File: config.mk
export PLATFORM = sky130hd
export DESIGN_NAME = icacheReplace
export DESIGN_NICKNAME = d
export VERILOG_FILES = /design/src/source/icachePkg.sv /design/src/source/icacheReplace.sv
export SDC_FILE = /design/constraint.sdc
export NUM_CORES = 1
export LEC_CHECK = 0
export BUFFER_PORTS_ARGS = -buffer_cell sky130_fd_sc_hd__buf_2
export CORE_UTILIZATION = 30
export CTS_BUF_LIST = sky130_fd_sc_hd__clkbuf_8
export DETAILED_ROUTE_END_ITERATION = 10
export RECOVER_POWER = 50
export SYNTH_ARGS = -nofsm -noshare
export SYNTH_HDL_FRONTEND = slang
export SYNTH_SLANG_ARGS = --single-unit
File: constraint.sdc
create_clock -name clk -period 3.1 [get_ports clk]
set_clock_uncertainty 0.15 [all_clocks]
set_input_delay 0.31 -clock clk [delete_from_list [all_inputs] [get_ports clk]]
set_output_delay 0.31 -clock clk [all_outputs]
set_load 0.01 [all_outputs]
File: src/source/icachePkg.sv
// Types and geometry shared by every block of the instruction cache
// Compile this package first, each RTL module imports it inside its body
// The typedefs fix a 64-byte line, 128 lines and 4 ways
package icachePkg;

	// ==================================================
	// Address and data widths
	// ==================================================

	// A physical byte address, ip and invalidate addresses alike
	typedef logic [31:0] address_t;

	// Upper address bits that are kept in the tag store
	typedef logic [18:0] tag_t;

	// Line index, address bits 12 down to 6
	typedef logic [6:0] lineIdx_t;

	// Word within a line, address bits 5 down to 2
	typedef logic [3:0] wordSel_t;

	// Way number inside a set
	typedef logic [1:0] way_t;

	// One instruction word as returned to the requester
	typedef logic [31:0] insn_t;

	// A whole 64-byte line as delivered by memory in one strobe
	typedef logic [511:0] line_t;

	// ==================================================
	// Line geometry
	// ==================================================

	// Byte offset bits inside a line
	localparam int lineOffsetBits = 6;

	// Byte offset bits inside a word
	localparam int wordOffsetBits = 2;

	// Lowest tag bit, just above the line index
	localparam int tagLsb = lineOffsetBits + $bits(lineIdx_t);

	// ==================================================
	// Request structs
	// ==================================================

	// Fill of one line into one way, built by the top level on memAck
	typedef struct packed {
		way_t     way;
		address_t lineAddr;
		line_t    data;
	} fillReq_t;

	// Invalidate command, line and all are mutually exclusive under ce
	typedef struct packed {
		logic     ce;
		logic     line;
		logic     all;
		address_t adr;
	} invReq_t;

endpackage

File: src/source/icacheReplace.sv
// Round-robin replacement pointers of the instruction cache
// Each line keeps its own pointer, which names the next victim way
// The pointer of the filled line advances on every fill and wraps
// Invalidates leave the pointers alone
module icacheReplace #(
	parameter int LINES = 128,
	parameter int WAYS = 4
) (
	input  logic                clk,
	input  logic                rst,
	input  logic                wr,
	input  icachePkg::lineIdx_t fillIdx,
	output icachePkg::way_t     victim
);
	import icachePkg::*;

	// One pointer per line
	way_t ptrMem [LINES];

	// Pointer of the line under fill and its successor
	way_t curPtr;
	way_t nextPtr;

	assign curPtr = ptrMem[fillIdx];

	// Wrap at the last way so a narrower set also cycles correctly
	always_comb begin
		if (curPtr == way_t'(WAYS - 1)) begin
			nextPtr = '0;
		end else begin
			nextPtr = curPtr + 1'b1;
		end
	end

	// ==================================================
	// Pointer update
	// ==================================================

	always_ff @(posedge clk) begin
		if (rst) begin
			for (int n = 0; n < LINES; n++) begin
				ptrMem[n] <= '0;
			end
		end else if (wr) begin
			ptrMem[fillIdx] <= nextPtr;
		end
	end

	// The way the current fill goes into
	assign victim = curPtr;

endmodule

==> impl_metrics.yaml, run 1 <==
cells_and_area:
  multiInputGateArea_sq_um: 4370
  top_register: "ptrMem"
  seqCellArea_sq_um: 7690
  antenna_cells: 0
  post-route-util_pct: 36.6
  layout-drive-gt1-share_pct: 19.2
  fill_cells: 4031
  fin_cells: 1830
  largestRegisters: "ptrMem x256"
  syn_to_final_growth_pct: 20.0
  nNetsFinal: 1275
  largest_reg_flops: 256
  fin_area_sq_um: 15000
synth:
  yosysWarnings: 0
  syn_area_sq_um: 12500
  synth-edff-count: 256
  ys_top_cells_by_area: "edfxtp_1 (62%), nor2_1 (7.7%), nand2_1 (7.4%), mux4_2 (3.6%), a221oi_1 (2.1%)"
  syn-num-nets: 1178
  yosys.area.top_type: "edfxtp_1"
  yosysMostFrequentCell: "nor2_1"
  synthCells: 1168
  synth_seq_cells: 256
  syn_avg_cell_area_sq_um: 10.7
  seq_area_frac_synth_pct: 61.6
  synth.cells.most_frequent: "nor2_1 (257), edfxtp_1 (256), nand2_1 (247)"
  ys_types: 50
  synth_top_area_share_pct: 61.6
  synth_ff_type: "edfxtp_1"
  synthArstFlopShare_pct: 0
global_routing:
  grt_usage_pct: 17.4
  antenna_found_initial: 0
  grt_pass1_vias: 9483
  grt_max_degree: 60
  grt_pass1_wl_um: 55500
  overflow: 0
place:
  numPortBuffers: 11
  gp_congestion: 0.888
  hpwl_um: 25300
  dp.cells: 1741
  dpl_worst_slack_ns: -0.439
  place_area_sq_um: 13900
worst_setup_path:
  path_max_fanout: 2
  rrSetupSlack_ns: 0.07
  crit_arrival_ns: 2.78
  reg2reg_depth: 9
  worstSetupStartpointType: "flop"
  cp-end-kind: "primary output"
  crit_type: "flop to primary output"
  required_ns: 2.64
  worstReg2RegEnd: "ptrMem[112][1]"
  reg2reg_from: "ptrMem[51][1]"
status:
  violations: "negative setup slack"
  status: "finished, violations left"
power:
  pwr-share-comb_pct: 15.1
  ir_drop_mv: 0.349
  p_seq_share_pct: 49.0
  p_leak_nw: 5.68
  swShare_pct: 26.8
  powerDensity_nw_per_um2: 539
  clockPowerShare_pct: 36.0
  power_mw: 8.08
  p_sw_mw: 2.16
  p_int_mw: 5.92
sta:
  period_minus_slack_ns: 3.24
  slew_headroom_pct: 44.3
  fin_crit_sh_pct: 104
  setup_violations: 2
  setup_tns_ns: -0.204
  rsz0062_at_grt: "yes"
  setup_slack_ns: -0.136
  slew_violations: 0
  finalHoldViolCount: 0
  fin_hold_ws_ns: 0.274
  worst_slew_pin_slew_ns: 0.832
  fmax_mhz: 309
clocking:
  clk_latency_ns: 0.57
  root_buffer: "clkbuf_8"
  htree_levels: 2
  cts_buffers: 45
  cts.reportedPaths.clkPinSlew_ns: 0.06
  cts.sinks: 256
  cts_tree: "yes"
  clockBufferDepth: 3
die:
  io_pins: 12
  dieArea_sq_um: 42400
  rows: 74
  core_area_sq_um: 40900
  die_y_um: 206
  start_util_pct: 30.5
  die_w_um: 206
route:
  avgViaCountPerCell: 5.32
  wl_um: 37400
  wire_per_inst_um: 20.4
  dr.pass1.iters: 5
  route.detailed.drc: 0
  drtIter0Drc: 1078
  dr_total_vias: 9735
  antenna_left: 0
hold_path:
  holdPathStages: 4
  holdPathEnd: "ptrMem[25][0]"
  holdCritStartpoint: "rst"
  hold_class: "input port to flop"
job:
  drv_cap: 0
-- logic make-up after synthesis --
kind of cell / synth area share [%]
buf+inv: 4.08
xor+xnor: 0.0702
compound gates: 8.02
simple gates: 19.7
flops: 61.6
mux: 6.51
-- power by group through the flow --
stage,registers [mW],logic [mW],clock network (mW)
after floorplan,4.00,0.630,0
after global placement,4.02,1.05,0
after detailed placement,4.03,1.05,0
after CTS,3.95,1.07,2.95
after global routing,3.96,1.28,3.09
final,3.96,1.22,2.91
-- cell type report --
type	count	share of cell area (%)
clock inverters	34	1.26
inverters	5	0.142
multi-input cells	805	29.1
well taps	532	4.44
repair buffers	152	9.48
flip-flops and latches	256	51.3
clock buffers	46	4.23
-- cell usage in the layout (no fill, tap or decap), types with 18 or more instances in the layout --
master      n
o21ai_0    38
inv_1      24
edfxtp_1  256
buf_4     110
nand2_1   246
nor2_1    257
a221oi_1   27
nor3_1     45
clkbuf_8   46
mux4_2     20
a21oi_1    18
-- worst max-delay path, cell delays in order (launching register included) --
cell and delay (ns):
edfxtp_1 0.43, mux4_2 0.47, mux4_2 0.48, nand2_2 0.09
a21oi_2 0.06, a311o_1 0.41, buf_6 0.17, buf_6 0.11
-- per-layer routing --
| layer | vias to the layer above | global-route usage (%) | share of wire (%) |
|---|---|---|---|
| li1 | 4389 | - | - |
| met3 | 89 | 3.34 | 9.2 |
| met5 | - | 0 | 0 |
| met2 | 483 | 27.5 | 46 |
| met4 | 0 | 6.28 | 3.2 |
| met1 | 4774 | 23.5 | 42 |
-- how the worst max path moves through the flow --
stage,from,endpoint,slack (ns),cells after the start
2_1_floorplan,fillIdx[0],ptrMem[112][1],0.04,11
3_3_place_gp,fillIdx[1],ptrMem[120][1],-0.41,11
3_5_place_dp,fillIdx[1],ptrMem[113][1],-0.44,12
4_1_cts,ptrMem[55][1],victim[1],-0.11,7
5_1_grt,fillIdx[1],victim[1],-0.22,11
6_report,ptrMem[51][1],victim[1],-0.14,7
-- timing repair --
action,in CTS,in global routing
hold buffers,0,0
endpoints found under the setup margin,79,130
pin swaps,4,4
gates resized for setup,15,11
cloned,0,3
buffers inserted,0,6
Power figures use the tool's default switching activity.
==> run 2: changes to the inputs <==
ABC_AREA = 1   (was unset)
CORE_ASPECT_RATIO = 0.8   (was unset)
CORE_UTILIZATION = 25   (was 30)
==> run 2 against run 1 <==
Against the previous run: the run ends with max-capacitance violations, max-slew violations left; via count up 15%; register-to-register slack better by 0.40 ns; global-route usage down 3.6 points; critical path depth up 7; non-clock buffer count down 73; sequential power about the same; area after synthesis up 12%; synthesized cell count up 44%; hold slack better by 0.026 ns; count of clock-buffer cells in the layout down 1; power down 2.4%.
==> impl_metrics.yaml, run 2 <==
cells_and_area:
  antenna_cells: 0
  top_register: "ptrMem"
  mostFrequentLayoutCells: "nand2_1 (857), edfxtp_1 (256), nor2_1 (180)"
  fill_cells: 5889
  layout_commonest_cell: "nand2_1"
  largestRegisters: "ptrMem x256"
  syn_to_final_growth_pct: 12.8
  largest_reg_flops: 256
  nNetsFinal: 1706
  layout-drive-gt1-share_pct: 14.1
worst_setup_path:
  rrSetupSlack_ns: 0.47
  cp_cell_sequence: "buf_2, clkbuf_1, nor2_1, clkbuf_1, nand3_1, nand2_1, nor2_1, nor2_1, nor2_1, nand2_1, nand2_1, nand4_1, buf_4, buf_2"
  reg2reg_from: "ptrMem[58][1]"
  critPathBufInv: 5
  cpMostUsedCell: "nor2_1"
  crit_type: "input port to primary output"
  cp_slowest_cell: "nor2_1"
  crit_cells: 14
  required_ns: 2.64
  crit_path_end: "victim[1]"
  crit_arrival_ns: 2.56
  worstSetupStartpointType: "input port"
  critPathLaunch: "fillIdx[2]"
  reg2reg_depth: 12
  max_stage_delay_ns: 0.28
  cp-end-kind: "primary output"
  worst_path_dominant_cell_family: "simple AND/OR/NAND/NOR gates"
  path_max_fanout: 7
  worstReg2RegEnd: "ptrMem[0][1]"
power:
  clockPowerShare_pct: 35.7
  power_mw: 7.89
  p_seq_share_pct: 50.1
  p_int_mw: 5.63
  powerDensity_nw_per_um2: 498
  pwr-share-comb_pct: 14.2
  ir_drop_mv: 0.258
  p_leak_nw: 6.69
  p_sw_mw: 2.25
  swShare_pct: 28.6
sta:
  slew_violations: 75
  period_minus_slack_ns: 3.02
  setup_violations: 0
  rsz0062_at_grt: "no"
  slew_headroom_pct: -25.7
  fin_crit_sh_pct: 97.5
  worst_slew_pin_slew_ns: 1.89
  setup_tns_ns: 0
  fmax_mhz: 331
  finalHoldViolCount: 0
clocking:
  htree_levels: 2
  root_buffer: "clkbuf_8"
  clockBufferDepth: 3
  cts.reportedPaths.clkPinSlew_ns: 0.05
  postCtsResizedCells: 0
  ctsHoldBuffers: 0
  cts_buffers: 45
  clk_latency_ns: 0.57
  cts.sinks: 256
  post-cts-setup-buffers: 0
  cts_tree: "yes"
route:
  wire_per_inst_um: 15.8
  antenna_left: 0
  avgViaCountPerCell: 4.54
  route.detailed.drc: 0
  dr.pass1.iters: 5
  drtIter0Drc: 934
  dr_total_vias: 11200
  wl_um: 39100
status:
  violations: "max-capacitance violations, max-slew violations"
  status: "finished, violations left"
synth:
  synthCells: 1680
  yosys.area.top_type: "edfxtp_1"
  synth.cells.most_frequent: "nand2_1 (860), edfxtp_1 (256), nor2_1 (179)"
  seq_area_frac_synth_pct: 54.8
  synth_seq_cells: 256
  yosysMostFrequentCell: "nand2_1"
  syn_area_sq_um: 14000
  syn-num-nets: 1690
  ys_types: 25
  synth-edff-count: 256
  syn_avg_cell_area_sq_um: 8.35
  synthArstFlopShare_pct: 0
  ys_top_cells_by_area: "edfxtp_1 (55%), nand2_1 (23%), a21oi_2 (7.5%), nor2_1 (4.8%), inv_1 (1.9%)"
  synth_top_area_share_pct: 54.8
  yosysWarnings: 0
  synth_ff_type: "edfxtp_1"
place:
  gp_congestion: 0.870
  hpwl_um: 24300
  numPortBuffers: 11
global_routing:
  grt_max_degree: 75
  antenna_found_initial: 1
  grt_pass1_vias: 11100
  grt_usage_pct: 13.7
  overflow: 0
  grt_pass1_wl_um: 61100
die:
  dieArea_sq_um: 57100
  rows: 77
  core_area_sq_um: 55400
  io_pins: 12
  start_util_pct: 25.3
  die_w_um: 267
  die_y_um: 214
job:
  drv_cap: 1
hold_path:
  hold_class: "input port to flop"
-- run 2: worst min-delay path by stage --
stage	endpoint	startpoint	cells past startpoint	slack [ns]
finish	ptrMem[29][1]	wr	5	0.30
CTS	ptrMem[5][1]	wr	5	0.28
global placement	ptrMem[5][1]	wr	5	0.88
floorplan	ptrMem[1][0]	rst	3	0.61
global route	ptrMem[5][1]	wr	5	0.31
detailed placement	ptrMem[5][1]	wr	5	0.88
-- run 2: layout make-up --
| type | count | area, sq um | share of cell area [%] |
|---|---|---|---|
| clock buffer | 45 | 619 | 3.91 |
| tap | 750 | 938 | 5.93 |
| multi-input combinational | 1237 | 5390 | 34.0 |
| clock inverter | 30 | 145 | 0.917 |
| sequential | 256 | 7690 | 48.6 |
| inverter | 77 | 293 | 1.85 |
| timing repair buffer | 79 | 757 | 4.78 |
-- run 2: cell families after synthesis --
logic type,after synthesis,share of synthesized area (%)
DFF,256,54.8
buffers and inverters,187,6.88
and+or+nand+nor,1103,30.3
AOI/OAI and AO/OA,134,8.01
-- run 2: through the flow --
step	area, sq um	setup WS [ns]	std cells	hold WS [ns]	util, %
detailed placement	15200	0.122	2399	0.881	27.4
CTS	16000	0.177	2474	0.279	28.8
floorplan	14000	0.697	1680	0.613	-
global route	15800	0.0290	2474	0.315	28.6
global placement	15200	0.152	2399	0.877	27.4
finish	15800	0.0781	2474	0.300	28.6
-- run 2: layer usage --
metal | GRT usage (%) | vias to the layer above | wire length (um)
met5 | 0 | - | 0
met4 | 3.52 | 0 | 658
met3 | 2.74 | 61 | 3080
met2 | 21.5 | 386 | 17700
met1 | 19.2 | 5370 | 17600
li1 | - | 5413 | -
-- run 2: worst min-delay path, delay by kind of cell --
family                 cells  cell delay, ns
AND/OR/NAND/NOR            3            0.40
buffers and inverters      1            0.10
AO/OA/AOI/OAI              1            0.04
-- run 2: power by group through the flow --
stage	clock, mW	sequential [mW]	combinational [mW]
after floorplan	0	4.01	0.762
after global placement	0	4.02	1.12
after detailed placement	0	4.02	1.12
after CTS	2.88	3.95	1.13
after global routing	3.03	3.96	1.21
final	2.82	3.95	1.12
==> run 3: changes to the inputs <==
ABC_AREA = 0   (was 1)
clock period = 3.6 ns   (was 3.1 ns; I/O delays follow)
==> run 3 against run 2 <==
Against the previous run: the run now ends clean; worst setup slack got worse by 0.049 ns; flip-flop and latch count did not move; first-iteration DRC count grew 25%; power decreased by 13%; sequential share of layout area grew 4.4 points; critical endpoint is now victim[0]; largest power group unchanged; highest routed layer unchanged.
==> impl_metrics.yaml, run 3 (same netlist as run 1, synthesis figures left out) <==
cells_and_area:
  largest_reg_flops: 256
  largestRegisters: "ptrMem x256"
  layout_commonest_cell: "nor2_1"
  post-route-util_pct: 29.7
  antenna_cells: 0
  nNetsFinal: 1231
  layout-drive-gt1-share_pct: 14.3
  fill_cells: 5114
  fin_cells: 1915
  mostFrequentLayoutCells: "nor2_1 (257), edfxtp_1 (256), nand2_1 (247)"
  top_register: "ptrMem"
  fin_area_sq_um: 14500
  syn_to_final_growth_pct: 16.2
sta:
  slew_violations: 0
  fin_crit_sh_pct: 99.2
  worst_slew_pin_slew_ns: 1.39
  rsz0062_at_grt: "no"
  finalHoldViolCount: 0
  fmax_mhz: 280
  period_minus_slack_ns: 3.57
  setup_tns_ns: 0
  fin_hold_ws_ns: 0.348
  setup_slack_ns: 0.0286
  slew_headroom_pct: 7.47
  setup_violations: 0
clocking:
  clk_latency_ns: 0.57
  cts_tree: "yes"
  cts.sinks: 256
  post-cts-setup-buffers: 0
  cts.reportedPaths.clkPinSlew_ns: 0.06
  postCtsResizedCells: 0
  ctsHoldBuffers: 0
  cts_buffers: 43
  clockBufferDepth: 3
  htree_levels: 2
  root_buffer: "clkbuf_8"
worst_setup_path:
  reg2reg_depth: 9
  path_max_fanout: 12
  crit_arrival_ns: 3.06
  reg2reg_from: "ptrMem[37][0]"
  rrSetupSlack_ns: 0.35
  required_ns: 3.09
  cp-end-kind: "primary output"
  worstReg2RegEnd: "ptrMem[5][0]"
  worstSetupStartpointType: "input port"
  critPathLaunch: "fillIdx[1]"
  crit_type: "input port to primary output"
  crit_path_end: "victim[0]"
place:
  hpwl_um: 25900
  place_area_sq_um: 13800
  gp_congestion: 0.912
  dp.cells: 1842
  dpl_worst_slack_ns: -0.159
  numPortBuffers: 11
global_routing:
  antenna_found_initial: 0
  grt_usage_pct: 15.0
  grt_pass1_vias: 9340
  grt_max_degree: 78
  grt_pass1_wl_um: 57400
  overflow: 0
die:
  core_area_sq_um: 48800
  die_w_um: 252
  die_y_um: 202
  start_util_pct: 25.6
  io_pins: 12
  rows: 72
  dieArea_sq_um: 50800
hold_path:
  hold_class: "input port to flop"
route:
  met3WireLength_um: 4290
  wl_um: 38100
  dr.pass1.iters: 6
  route.detailed.drc: 0
  avgViaCountPerCell: 5.04
  wl_met1_um: 16100
  top_layer_used: "met4"
  dr_total_vias: 9652
  wl_met2_um: 16900
  drtIter0Drc: 1167
  antenna_left: 0
  wire_per_inst_um: 19.9
power:
  power_mw: 6.86
  ir_drop_mv: 0.271
  p_leak_nw: 5.26
  powerDensity_nw_per_um2: 473
job:
  drv_cap: 0
status:
  status: "finished clean"
==> run 3: per-layer routing <==
layer / GRT usage (%) / up-vias
li1: - / 4291
met1: 21.5 / 4731
met2: 22.2 / 564
met3: 3.71 / 66
met4: 4.22 / 0
met5: 0 / -
==> run 3: critical path, stage by stage <==
cell and delay [ns]:
buf_2 0.36, buf_12 0.20, inv_1 0.17, buf_4 0.23, nand2_1 0.13, o22ai_1 0.10, a2111oi_0 0.67, o311a_1 0.24
and4b_4 0.22, buf_4 0.20, buf_2 0.15
==> run 3: worst min path at each step <==
stage          cells past startpoint        endpoint  startpoint
2_1_floorplan                      3  ptrMem[118][0]         rst
3_3_place_gp                       4  ptrMem[107][0]          wr
3_5_place_dp                       4  ptrMem[107][0]          wr
4_1_cts                            4  ptrMem[107][0]          wr
5_1_grt                            4  ptrMem[107][1]          wr
6_report                           4  ptrMem[107][0]          wr
==> run 3: cell type report <==
cell class | count | area (sq um) | share of cell area [%]
Clock buffer | 43 | 592 | 4.08
Clock inverter | 30 | 206 | 1.42
Multi-Input combinational cell | 805 | 4300 | 29.7
Sequential cell | 256 | 7690 | 53.0
Timing Repair Buffer | 110 | 861 | 5.94
Inverter | 5 | 21.3 | 0.147
Tap cell | 666 | 833 | 5.75
==> run 3: report_power, final <==
group / switching (mW) / internal, mW / leakage (nW)
clock network: 1.20 / 1.33 / 0.436
logic: 0.626 / 0.303 / 2.16
registers: 0.0380 / 3.37 / 2.67
total: 1.86 / 5.00 / 5.26
